<file path="config.mk">
export PLATFORM = sky130hd
export DESIGN_NAME = sdram_ctrl_top
export DESIGN_NICKNAME = d
export VERILOG_FILES = /design/src/sdram_pkg.sv /design/src/sdram_req_if.sv /design/src/sdram_ctrl_top.sv /design/src/sdram_read_return.sv /design/src/sdram_refresh_timer.sv /design/src/sdram_req_decode.sv /design/src/sdram_sequencer.sv
export SDC_FILE = /design/constraint.sdc
export NUM_CORES = 1
export LEC_CHECK = 0
export ABC_CLOCK_PERIOD_IN_PS = 2700
export BUFFER_PORTS_ARGS = -buffer_cell sky130_fd_sc_hd__buf_2
export CAP_MARGIN = 20
export CORE_MARGIN = 8
export CORE_UTILIZATION = 35
export DETAILED_ROUTE_END_ITERATION = 10
export GPL_TIMING_DRIVEN = 0
export HOLD_SLACK_MARGIN = 0.08
export PLACE_DENSITY_LB_ADDON = 0.15
export SLEW_MARGIN = 20
export SYNTH_ARGS = -nofsm -noshare
export SYNTH_HDL_FRONTEND = slang
export SYNTH_SLANG_ARGS = --single-unit
export TNS_END_PERCENT = 20
</file>
<file path="constraint.sdc">
create_clock -name clk -period 2.7 [get_ports clk]
set_input_delay 0.135 -clock clk [delete_from_list [all_inputs] [get_ports clk]]
set_output_delay 0.135 -clock clk [all_outputs]
set_load 0.03 [all_outputs]
</file>
<file path="src/sdram_pkg.sv">
// Shared widths, SDRAM timing counts and command/state enums, imported by the controller modules
`default_nettype none

package sdram_pkg;

    // Data and address widths
    localparam int data_w  = 16;
    localparam int row_w   = 13;
    localparam int col_w   = 9;
    localparam int bank_w  = 2;
    localparam int haddr_w = bank_w + row_w + col_w; // {bank, row, col}

    // Idle cycles after each command
    localparam int t_rp  = 6; // Precharge
    localparam int t_rc  = 9; // Auto refresh
    localparam int t_mrd = 2; // Mode register set
    localparam int t_rcd = 2; // Activate to read/write
    localparam int t_dpl = 2; // Write recovery

    localparam int init_refreshes = 8;
    localparam int run_refreshes  = 2;
    localparam int ap_bit         = 10; // A10, all banks / auto-precharge

    // {cs_n, ras_n, cas_n, we_n}
    typedef enum logic [3:0] {
        cmd_mrs  = 4'b0000,
        cmd_ref  = 4'b0001,
        cmd_pre  = 4'b0010,
        cmd_act  = 4'b0011,
        cmd_wr   = 4'b0100,
        cmd_rd   = 4'b0101,
        cmd_nop  = 4'b0111,
        cmd_desl = 4'b1111 // Chip not selected
    } sdram_cmd_e;

    typedef enum logic [3:0] {
        init_pre, init_ref, init_mrs,
        idle,
        ref_pre, ref_arf,
        rw_act, rw_read, rw_write
    } seq_state_e;

endpackage

`default_nettype wire

</file>
<file path="src/sdram_req_if.sv">
// Latched host request passed from request decode to the command sequencer
`default_nettype none

interface sdram_req_if import sdram_pkg::*; ();

    logic              pending; // Level, fields valid while high
    logic              write;   // 1 write, 0 read
    logic [bank_w-1:0] bank;
    logic [row_w-1:0]  row;
    logic [col_w-1:0]  col;
    logic [data_w-1:0] wdata;
    logic              take;    // Sequencer accepts, one cycle

    modport src (output pending, write, bank, row, col, wdata, input take);

    modport dst (input pending, write, bank, row, col, wdata, output take);

endinterface

`default_nettype wire

</file>
<file path="src/sdram_ctrl_top.sv">
// SDRAM controller top level, host request ports on one side and SDRAM pins on the other
`default_nettype none

module sdram_ctrl_top import sdram_pkg::*; #(
    parameter int cas_latency      = 3,
    parameter int refresh_interval = 1117
) (
    input  wire logic               clk,
    input  wire logic               rst_n,
    // Host side
    input  wire logic               req,
    input  wire logic [haddr_w-1:0] haddr,
    input  wire logic               write,
    input  wire logic [data_w-1:0]  wdata,
    output logic                    busy,
    output logic [data_w-1:0]       rdata,
    output logic                    rdata_valid,
    // SDRAM side
    output logic [row_w-1:0]        sdram_addr,
    output logic [bank_w-1:0]       sdram_ba,
    output logic [data_w/8-1:0]     sdram_dqm,
    output logic                    sdram_cke,
    output logic                    sdram_cs_n,
    output logic                    sdram_ras_n,
    output logic                    sdram_cas_n,
    output logic                    sdram_we_n,
    output logic [data_w-1:0]       dq_out,
    output logic                    dq_oe,   // Pad driver enable
    input  wire logic [data_w-1:0]  dq_in
);

    sdram_cmd_e cmd;
    logic       refresh_req;
    logic       refresh_ack;
    logic       init_done;
    logic       rd_issued;

    sdram_req_if req_if ();

    assign {sdram_cs_n, sdram_ras_n, sdram_cas_n, sdram_we_n} = cmd;
    assign sdram_cke = 1'b1; // Clock always enabled

    sdram_req_decode req_decode_i (
        .clk, .rst_n, .req, .haddr, .write, .wdata,
        .req_if (req_if.src)
    );

    sdram_refresh_timer #(.refresh_interval(refresh_interval)) refresh_timer_i (
        .clk, .rst_n, .init_done, .refresh_ack, .refresh_req
    );

    sdram_sequencer #(.cas_latency(cas_latency)) sequencer_i (
        .clk, .rst_n,
        .req_if      (req_if.dst),
        .refresh_req, .refresh_ack, .init_done, .rd_issued, .busy,
        .cmd,
        .addr        (sdram_addr),
        .ba          (sdram_ba),
        .dqm         (sdram_dqm),
        .dq_out, .dq_oe
    );

    sdram_read_return #(.cas_latency(cas_latency)) read_return_i (
        .clk, .rst_n, .rd_issued, .dq_in, .rdata, .rdata_valid
    );

endmodule

`default_nettype wire

</file>
<file path="src/sdram_read_return.sv">
// Delays the read strobe by the CAS latency and captures SDRAM read data for the host
`default_nettype none

module sdram_read_return import sdram_pkg::*; #(
    parameter int cas_latency = 3
) (
    input  wire logic              clk,
    input  wire logic              rst_n,
    input  wire logic              rd_issued, // High with cmd_rd on the pins
    input  wire logic [data_w-1:0] dq_in,
    output logic [data_w-1:0]      rdata,
    output logic                   rdata_valid
);

    logic [cas_latency-1:0] rd_pipe; // Read strobe delay line

    always_ff @(posedge clk or negedge rst_n) begin
        if (!rst_n) begin
            rd_pipe     <= '0;
            rdata_valid <= 1'b0;
        end else begin
            rd_pipe     <= (rd_pipe << 1) | cas_latency'(rd_issued);
            rdata_valid <= rd_pipe[cas_latency-1]; // Data on dq_in now
        end
    end

    // Capture from chip
    always_ff @(posedge clk) begin
        if (rd_pipe[cas_latency-1]) rdata <= dq_in;
    end

    a_single_valid: assert property (@(posedge clk) disable iff (!rst_n)
        rdata_valid |=> !rdata_valid);

endmodule

`default_nettype wire

</file>
<file path="src/sdram_refresh_timer.sv">
// Periodic refresh timer, raises a refresh request every interval once the SDRAM is initialized
`default_nettype none

module sdram_refresh_timer #(
    parameter int refresh_interval = 1117 // Clock cycles
) (
    input  wire logic clk,
    input  wire logic rst_n,
    input  wire logic init_done,
    input  wire logic refresh_ack, // Pulse from sequencer
    output logic      refresh_req
);

    localparam int cnt_w = $clog2(refresh_interval);

    logic [cnt_w-1:0] cnt;
    logic             expire;

    assign expire = init_done && (cnt == '0);

    // Down-counter, frozen during power-up
    always_ff @(posedge clk or negedge rst_n) begin
        if (!rst_n) begin
            cnt <= cnt_w'(refresh_interval - 1);
        end else if (expire) begin
            cnt <= cnt_w'(refresh_interval - 1); // Reload
        end else if (init_done) begin
            cnt <= cnt - 1'b1;
        end
    end

    // Request held until acknowledged, a new expiry wins
    always_ff @(posedge clk or negedge rst_n) begin
        if (!rst_n) begin
            refresh_req <= 1'b0;
        end else begin
            refresh_req <= expire || (refresh_req && !refresh_ack);
        end
    end

    a_no_req_before_init: assert property (@(posedge clk) disable iff (!rst_n)
        !init_done |-> !refresh_req);

endmodule

`default_nettype wire

</file>
<file path="src/sdram_req_decode.sv">
// Captures a one-cycle host request pulse and holds it, address split, until the sequencer takes it
`default_nettype none

module sdram_req_decode import sdram_pkg::*; (
    input  wire logic               clk,
    input  wire logic               rst_n,
    input  wire logic               req,   // One-cycle pulse
    input  wire logic [haddr_w-1:0] haddr,
    input  wire logic               write,
    input  wire logic [data_w-1:0]  wdata,
    sdram_req_if.src                req_if
);

    // Pending flag
    always_ff @(posedge clk or negedge rst_n) begin
        if (!rst_n) begin
            req_if.pending <= 1'b0;
        end else if (req) begin
            req_if.pending <= 1'b1;
        end else if (req_if.take) begin
            req_if.pending <= 1'b0; // Sequencer left idle
        end
    end

    // Request fields, kept until the next pulse
    always_ff @(posedge clk) begin
        if (req) begin
            req_if.write <= write;
            req_if.wdata <= wdata;
            {req_if.bank, req_if.row, req_if.col} <= haddr;
        end
    end

    // Host must wait for busy low
    a_no_req_while_pending: assert property (@(posedge clk) disable iff (!rst_n)
        req |-> !req_if.pending);

endmodule

`default_nettype wire

</file>
<file path="src/sdram_sequencer.sv">
// Command FSM for power-up, refresh and single-word access, drives the SDRAM command and address pins
`default_nettype none

module sdram_sequencer import sdram_pkg::*; #(
    parameter int cas_latency = 3
) (
    input  wire logic             clk,
    input  wire logic             rst_n,
    sdram_req_if.dst              req_if,
    input  wire logic             refresh_req,
    output logic                  refresh_ack,
    output logic                  init_done,
    output logic                  rd_issued,
    output logic                  busy,
    output sdram_cmd_e            cmd,
    output logic [row_w-1:0]      addr,
    output logic [bank_w-1:0]     ba,
    output logic [data_w/8-1:0]   dqm,   // Byte masks {dqmh, dqml}
    output logic [data_w-1:0]     dq_out,
    output logic                  dq_oe
);

    localparam int dly_max = (cas_latency > t_rc) ? cas_latency : t_rc;
    localparam int dly_w   = $clog2(dly_max + 1);
    localparam int rep_w   = $clog2(init_refreshes);
    localparam logic [row_w-1:0] ap_mask = row_w'(1) << ap_bit;
    // WB mode 0, standard op, CAS latency, sequential, burst length 1
    localparam logic [row_w-1:0] mode_word = {3'b000, 1'b0, 2'b00, 3'(cas_latency), 1'b0, 3'b000};

    seq_state_e       state;
    logic [dly_w-1:0] cnt;   // Command delay
    logic [rep_w-1:0] rep;   // Refreshes left minus one
    logic [row_w-1:0] col_ap;
    logic             take;

    assign col_ap      = {{(row_w - col_w){1'b0}}, req_if.col} | ap_mask;
    assign take        = (state == idle) && (cnt == '0) && !refresh_req && req_if.pending;
    assign req_if.take = take;
    assign refresh_ack = (state == ref_pre) && (cnt == '0); // PRE goes out on this edge
    assign rd_issued   = (cmd == cmd_rd);
    assign busy        = !init_done || req_if.pending || refresh_req ||
                         (state != idle) || (cnt != '0);

    always_ff @(posedge clk or negedge rst_n) begin
        if (!rst_n) begin
            state     <= init_pre;
            cnt       <= '0;
            rep       <= rep_w'(init_refreshes - 1);
            cmd       <= cmd_nop;
            addr      <= '0;
            ba        <= '0;
            dqm       <= '1; // Masked through power-up
            dq_oe     <= 1'b0;
            init_done <= 1'b0;
        end else if (cnt != '0) begin
            cnt   <= cnt - 1'b1; // Hold state, pad with NOP
            cmd   <= cmd_nop;
            dq_oe <= 1'b0;
        end else begin
            dq_oe <= 1'b0;
            case (state)
                init_pre: begin
                    cmd   <= cmd_pre;
                    addr  <= ap_mask; // All banks
                    cnt   <= dly_w'(t_rp);
                    state <= init_ref;
                end
                init_ref: begin
                    cmd <= cmd_ref;
                    cnt <= dly_w'(t_rc);
                    if (rep == '0) state <= init_mrs;
                    else rep <= rep - 1'b1;
                end
                init_mrs: begin
                    cmd   <= cmd_mrs;
                    ba    <= '0;
                    addr  <= mode_word;
                    cnt   <= dly_w'(t_mrd);
                    state <= idle;
                end
                idle: begin
                    cmd       <= cmd_desl;
                    init_done <= 1'b1;
                    dqm       <= '0;
                    if (refresh_req) state <= ref_pre; // Refresh first
                    else if (take) state <= rw_act;
                end
                ref_pre: begin
                    cmd   <= cmd_pre;
                    addr  <= ap_mask;
                    cnt   <= dly_w'(t_rp);
                    rep   <= rep_w'(run_refreshes - 1);
                    state <= ref_arf;
                end
                ref_arf: begin
                    cmd <= cmd_ref;
                    cnt <= dly_w'(t_rc);
                    if (rep == '0) state <= idle;
                    else rep <= rep - 1'b1;
                end
                rw_act: begin
                    cmd   <= cmd_act;
                    ba    <= req_if.bank;
                    addr  <= req_if.row; // Open row
                    cnt   <= dly_w'(t_rcd);
                    state <= req_if.write ? rw_write : rw_read;
                end
                rw_read: begin
                    cmd   <= cmd_rd;
                    addr  <= col_ap; // Column with auto-precharge
                    cnt   <= dly_w'(cas_latency);
                    state <= idle;
                end
                rw_write: begin
                    cmd   <= cmd_wr;
                    addr  <= col_ap;
                    dq_oe <= 1'b1; // Data with the command
                    cnt   <= dly_w'(t_dpl);
                    state <= idle;
                end
                default: begin
                    cmd   <= cmd_desl;
                    state <= idle;
                end
            endcase
        end
    end

    // Write data register
    always_ff @(posedge clk) begin
        if (state == rw_write && cnt == '0) dq_out <= req_if.wdata;
    end

    a_oe_only_on_write: assert property (@(posedge clk) disable iff (!rst_n)
        dq_oe |-> cmd == cmd_wr);

    a_nop_in_delay: assert property (@(posedge clk) disable iff (!rst_n)
        cnt != '0 |=> cmd == cmd_nop);

endmodule

`default_nettype wire

</file>
==> reports/results.ini, run 1 <==
[routing]
vias = 3253
drtIter0Drc = 138
viasPerCell = 4.62
wl_um = 10700
wl_per_cell_um = 15.2
ant_nets = 0
drt_pass1_iterations = 4
drc = 0

[cts]
cts-resized-gates = 0
root_buffer = clkbuf_16
cts_setup_buffers = 0
htreeDepth = 4
cts_buffer_depth = 2
clkSlewWorstSetupHoldPaths_ps = 60
ctsHoldBuffers = 58
clock_sinks = 123
cts_buffers = 17
cts_tree = built
clk_latency_ps = 420

[critical_path]
criticalPathCategory = reg -> out
cp_max_fo = 9
slowest_stage = nor3b_4
crit_path_max_incr_delay_ps = 440
cp_num_buf_inv = 3
worstPathRequired_ps = 2570
worst_setup_path_start_kind = flip-flop
crit_top_cell = inv_1
arrival_ps = 2280
crit_chain = inv_1 > ha_1 > nor3b_4 > nand4_1 > inv_1 > nand3_1 > buf_2
cp-end-kind = primary output
cp.depth = 7
cpLargestDelayFamily = simple AND/OR/NAND/NOR gates
reg2reg_depth = 6
rrSetupSlack_ps = 480

[yosys]
synth_seq_cells = 123
postSynthCellCount = 322
yosys_warnings = 0
syn-mean-instance-area_um2 = 14.9
syn-cell-area_um2 = 4780
synthArstFlopShare_pct = 40.7
synth_ff_type = edfxtp_1
synth_seq_area_share_pct = 72.3
synthDistinctLibCells = 57
synth_edf_count = 73
synth_nets = 388

[job]
drv.max_cap_violation_count = 0

[floorplan]
core_um2 = 13300
die_y_um = 133
ios = 117
die_w_um = 133
dieArea_um2 = 17700
start_util_pct = 36.0
rows = 42

[finish]
final_common_cell = buf_2
drive_gt1_share_pct = 35.4
seq_area_um2 = 3460
instances_no_fill = 704
area_delta_synth_final_pct = 41.7
final_cell_mix = buf_2 (121), edfxtp_1 (73), dlygate4sd3_1 (58)
final.fill_count = 1130
multi_input_area_um2 = 1200
nNetsFinal = 581
diodes = 0

[pwr]
intPower_w = 0.00433
seqPwrFrac_pct = 39.6
power_frac_comb_pct = 24.3
clockPowerShare_pct = 36.1
ir_drop_uv = 502
power.switching_w = 0.00196
sw_frac_of_total_pct = 31.2
finalPower_w = 0.00630
pwr_density_cell_nw_per_um2 = 929
power_leakage_nw = 2.81

[grt]
grt_max_degree = 51
grt_pass1_vias = 3404
grt_pass1_wl_um = 17600
antenna_found_initial = 0
grt.total_usage_pct = 12.8
grt_overflow = 0

[sta]
max_slew_margin_pct = 36.0
tightestPinTransition_ps = 960
fmax_mhz = 415
clock-skew-final_ps = 7.19
period_minus_slack_ps = 2410
final.setup.tns_ps = 0
final-setup-viol-count = 0
final-hold-violation-count = 0
slew_violations = 0
rsz0062_at_grt = false
finalCritPeriodShare_pct = 89.3

[place]
dp.cells = 614
io_buffers = 115
gp_congestion = 0.775
hpwl_um = 7230

[min_path]
hold_class = in -> async

[status]
outcome = finished clean

## cells in the mapped netlist, types with 4 or more instances
library cell	instances	area share, %
edfxtp_1	73	46
dfrtp_1	38	20
nand2_1	22	1.7
nor2_1	17	1.3
o21ai_0	15	1.6
dfstp_2	12	6.6
a21oi_1	11	1.2
inv_1	9	0.71
nand3_1	9	0.94
mux2_1	8	1.9
a22o_1	7	1.3
buf_2	7	0.73
nor3_1	7	0.73
ha_1	6	1.6
nand3b_1	5	0.79
buf_4	4	0.63
nand2b_1	4	0.52
## power groups by stage
| stage | combinational [W] | clock (W) | sequential (W) |
|---|---|---|---|
| 2_1_floorplan | 0.000771 | 0 | 0.00276 |
| 3_3_place_gp | 0.00145 | 0 | 0.00252 |
| 3_5_place_dp | 0.00148 | 0 | 0.00252 |
| 4_1_cts | 0.00155 | 0.00233 | 0.00249 |
| 5_1_grt | 0.00168 | 0.00241 | 0.00253 |
| 6_report | 0.00153 | 0.00227 | 0.00249 |
## sequential cells by signal, indices dropped and copies added, names as in the netlist, 3 cells and up
signal                     flops
read_return_i.rdata           16
sequencer_i.state              4
req_decode_i.req_if.wdata     16
req_decode_i.req_if.row       13
refresh_timer_i.cnt           11
req_decode_i.req_if.col        9
sequencer_i.dq_out            16
sequencer_i.cmd                4
sequencer_i.cnt                4
sequencer_i.rep                3
sequencer_i.addr              13
read_return_i.rd_pipe          3
## worst paths after layout
kind | to | start
max | busy | sequencer_i.cnt[0]
min in group clk | read_return_i.rd_pipe[2] | read_return_i.rd_pipe[1]
min reg2reg | read_return_i.rd_pipe[2] | read_return_i.rd_pipe[1]
min | read_return_i.rdata_valid | rst_n
max reg2reg | sequencer_i.dq_out[3] | sequencer_i.cnt[0]
max in group asynchronous | sequencer_i.addr[7] | rst_n
## metal layers
metal	part of all wire, %	global-route usage, %	vias to the layer above
met3	7.5	5.19	14
met4	1.6	6.62	0
met2	45	19.1	124
li1	-	-	1595
met1	46	15.6	1520
met5	0	0	-
## metrics by stage
| step | area [um^2] | utilization [%] | hold slack (ps) | setup slack [ps] |
|---|---|---|---|---|
| after floorplan | 4780 | - | -161 | 335 |
| after global placement | 5580 | 42.0 | 312 | -183 |
| after detailed placement | 5600 | 42.1 | 220 | 452 |
| after CTS | 6780 | 51.0 | 319 | 226 |
| after global routing | 6780 | 51.0 | 379 | 116 |
| final | 6780 | 51.0 | 316 | 289 |
## kinds of logic (layout without fill, tap and decap cells)
kind of cell | Yosys count | after routing | share of synthesized area [%]
flops | 123 | 123 | 72.3
simple gates | 91 | 91 | 11.0
compound gates | 60 | 60 | 8.66
buf+inv | 24 | 230 | 2.69
mux | 12 | 12 | 2.77
fa+ha+maj | 6 | 6 | 1.57
xor+xnor | 5 | 5 | 0.916
other cells | 1 | 1 | 0.0784
## area by class of cell
type	count	area share (%)
Buffer	15	1.40
Clock buffer	17	6.28
Clock inverter	15	2.55
Inverter	9	0.499
Multi-Input combinational cell	175	17.7
Sequential cell	123	51.0
Tap cell	176	3.25
Timing Repair Buffer	174	17.3
Power figures use the tool's default switching activity.
==> inputs of run 2 (changes only) <==
Settings changed: REMOVE_ABC_BUFFERS set to 1.
==> run 2 against run 1 <==
Maximum frequency fell by 1.5%. Cell area fell by 2.5%. Total power fell by 5.6%. Critical path depth fell by 5. Non-clock buffer count fell by 15. Sequential share of layout area rose by 1.3 points. Worst setup slack got worse by 36 ps. Die area did not move. Clock skew rose by 2.3 ps. Worst hold slack got worse by 9.0 ps. Sequential cell count did not move. Clock-buffer cell count rose by 6.
==> reports/results.ini, run 2 (synthesized netlist as in run 1, its figures left out) <==
[sta]
tightestPinTransition_ps = 992
final-hold-violation-count = 0
slew_violations = 0
max_slew_margin_pct = 33.9
finalCritPeriodShare_pct = 90.7
fmax_mhz = 409
final.setup.tns_ps = 0
clock-skew-final_ps = 9.51
period_minus_slack_ps = 2450
final-setup-viol-count = 0
rsz0062_at_grt = false
fin_ws_ps = 252

[critical_path]
reg2reg_to = sequencer_i.dq_out[0]
worstPathRequired_ps = 2720
crit_chain = or4b_4 > nor2_2
r2r_start = sequencer_i.state[3]
critPathLaunch = sequencer_i.state[3]
criticalPathCategory = reg -> reg
worst_setup_path_start_kind = flip-flop
slowest_stage = dfrtp_1
endpoint = sequencer_i.dq_out[0]
arrival_ps = 2470
rrSetupSlack_ps = 250
cp-end-kind = flip-flop
crit_path_max_incr_delay_ps = 800
cp_max_fo = 22
reg2reg_depth = 2

[place]
gp_congestion = 0.724
io_buffers = 115
dp.cells = 598
pre_cts_ws_ps = 217
hpwl_um = 6910

[finish]
top_regs = read_return_i.rdata: 16 flops, req_decode_i.req_if.wdata: 16 flops, sequencer_i.dq_out: 16 flops
seq_area_um2 = 3460
final_cell_mix = buf_2 (114), edfxtp_1 (73), dlygate4sd3_1 (58)
instances_no_fill = 688
area_delta_synth_final_pct = 38.1
multi_input_area_um2 = 1200
nNetsFinal = 566
final_util_pct = 49.7
diodes = 0
final_common_cell = buf_2
drive_gt1_share_pct = 33.0
final.fill_count = 1162

[pwr]
power_leakage_nw = 2.72
pwr_density_cell_nw_per_um2 = 900
finalPower_w = 0.00595
ir_drop_uv = 435

[floorplan]
ios = 117
core_um2 = 13300
die_y_um = 133
start_util_pct = 36.0
dieArea_um2 = 17700
die_w_um = 133
rows = 42

[routing]
ant_nets = 0
vias = 3195
viasPerCell = 4.64
wl_um = 10500
drtIter0Drc = 187
drc = 0
wl_per_cell_um = 15.3
drt_pass1_iterations = 4

[min_path]
hold_class = in -> async

[cts]
cts-resized-gates = 0
cts_buffer_depth = 2
root_buffer = clkbuf_16
clk_latency_ps = 400
cts_tree = built
htreeDepth = 4
clock_sinks = 123
cts_buffers = 17
clkSlewWorstSetupHoldPaths_ps = 50

[status]
outcome = finished clean

[grt]
antenna_found_initial = 0
grt_overflow = 0
grt_max_degree = 51
grt.total_usage_pct = 12.6
grt_pass1_wl_um = 17600
grt_pass1_vias = 3408

[job]
drv.max_cap_violation_count = 0

==> run 2: changes by cell type in the layout (fill, tap and decap cells not counted), sizes merged <==
cell      change
buf          -13
bufinv        -2
clkbuf        +4
clkinv        -2
clkinvlp      -1
inv           -2
==> run 2: how the worst min path moves through the flow <==
stage | from | slack (ps) | end | cells after the start
5_1_grt | rst_n | 370 | refresh_timer_i.cnt[8] | 2
3_5_place_dp | rst_n | 220 | refresh_timer_i.cnt[7] | 1
4_1_cts | rst_n | 320 | refresh_timer_i.cnt[8] | 2
2_1_floorplan | rst_n | -160 | read_return_i.rd_pipe[0] | 0
6_report | rst_n | 310 | read_return_i.rdata_valid | 2
3_3_place_gp | haddr[22] | 310 | req_decode_i.req_if.bank[0] | 1
==> run 2: timing repair <==
action | CTS | global route
hold buffers | 58 | 0
setup endpoints to repair | 1 | 0
hold endpoints to repair | 95 | 0
setup buffers | 1 | 0
==> run 2: area by class of cell <==
cell class	instances	area share, %
Sequential cell	123	52.4
Multi-Input combinational cell	175	18.1
Inverter	9	0.511
Timing Repair Buffer	174	17.7
Clock buffer	23	6.93
Tap cell	176	3.33
Clock inverter	8	1.08
==> run 2: report_power, final <==
group	switching [W]	leakage (nW)	total [W]	internal, W
registers	0.000303	1.29	0.00261	0.00231
logic	0.000802	1.17	0.00133	0.000530
clock network	0.000730	0.261	0.00200	0.00127
total	0.00184	2.72	0.00595	0.00411
==> run 2: worst max-delay path, delay by kind of cell (launching register included) <==
kind / cells / cell delay [ps]
simple gates: 2 / 1260
flops: 1 / 800
==> run 2: per-stage QoR <==
step / cell area (um^2) / hold slack, ps
floorplan: 4690 / -161
global placement: 5480 / 311
detailed placement: 5490 / 222
CTS: 6610 / 321
global route: 6610 / 368
finish: 6610 / 307
==> run 2: per-layer routing <==
metal | vias up | GRT usage (%) | wire length [um]
met1 | 1529 | 15.4 | 4820
met2 | 105 | 19.1 | 4880
met4 | 0 | 5.30 | 70
met3 | 4 | 5.22 | 755
met5 | - | 0 | 0
li1 | 1557 | - | -
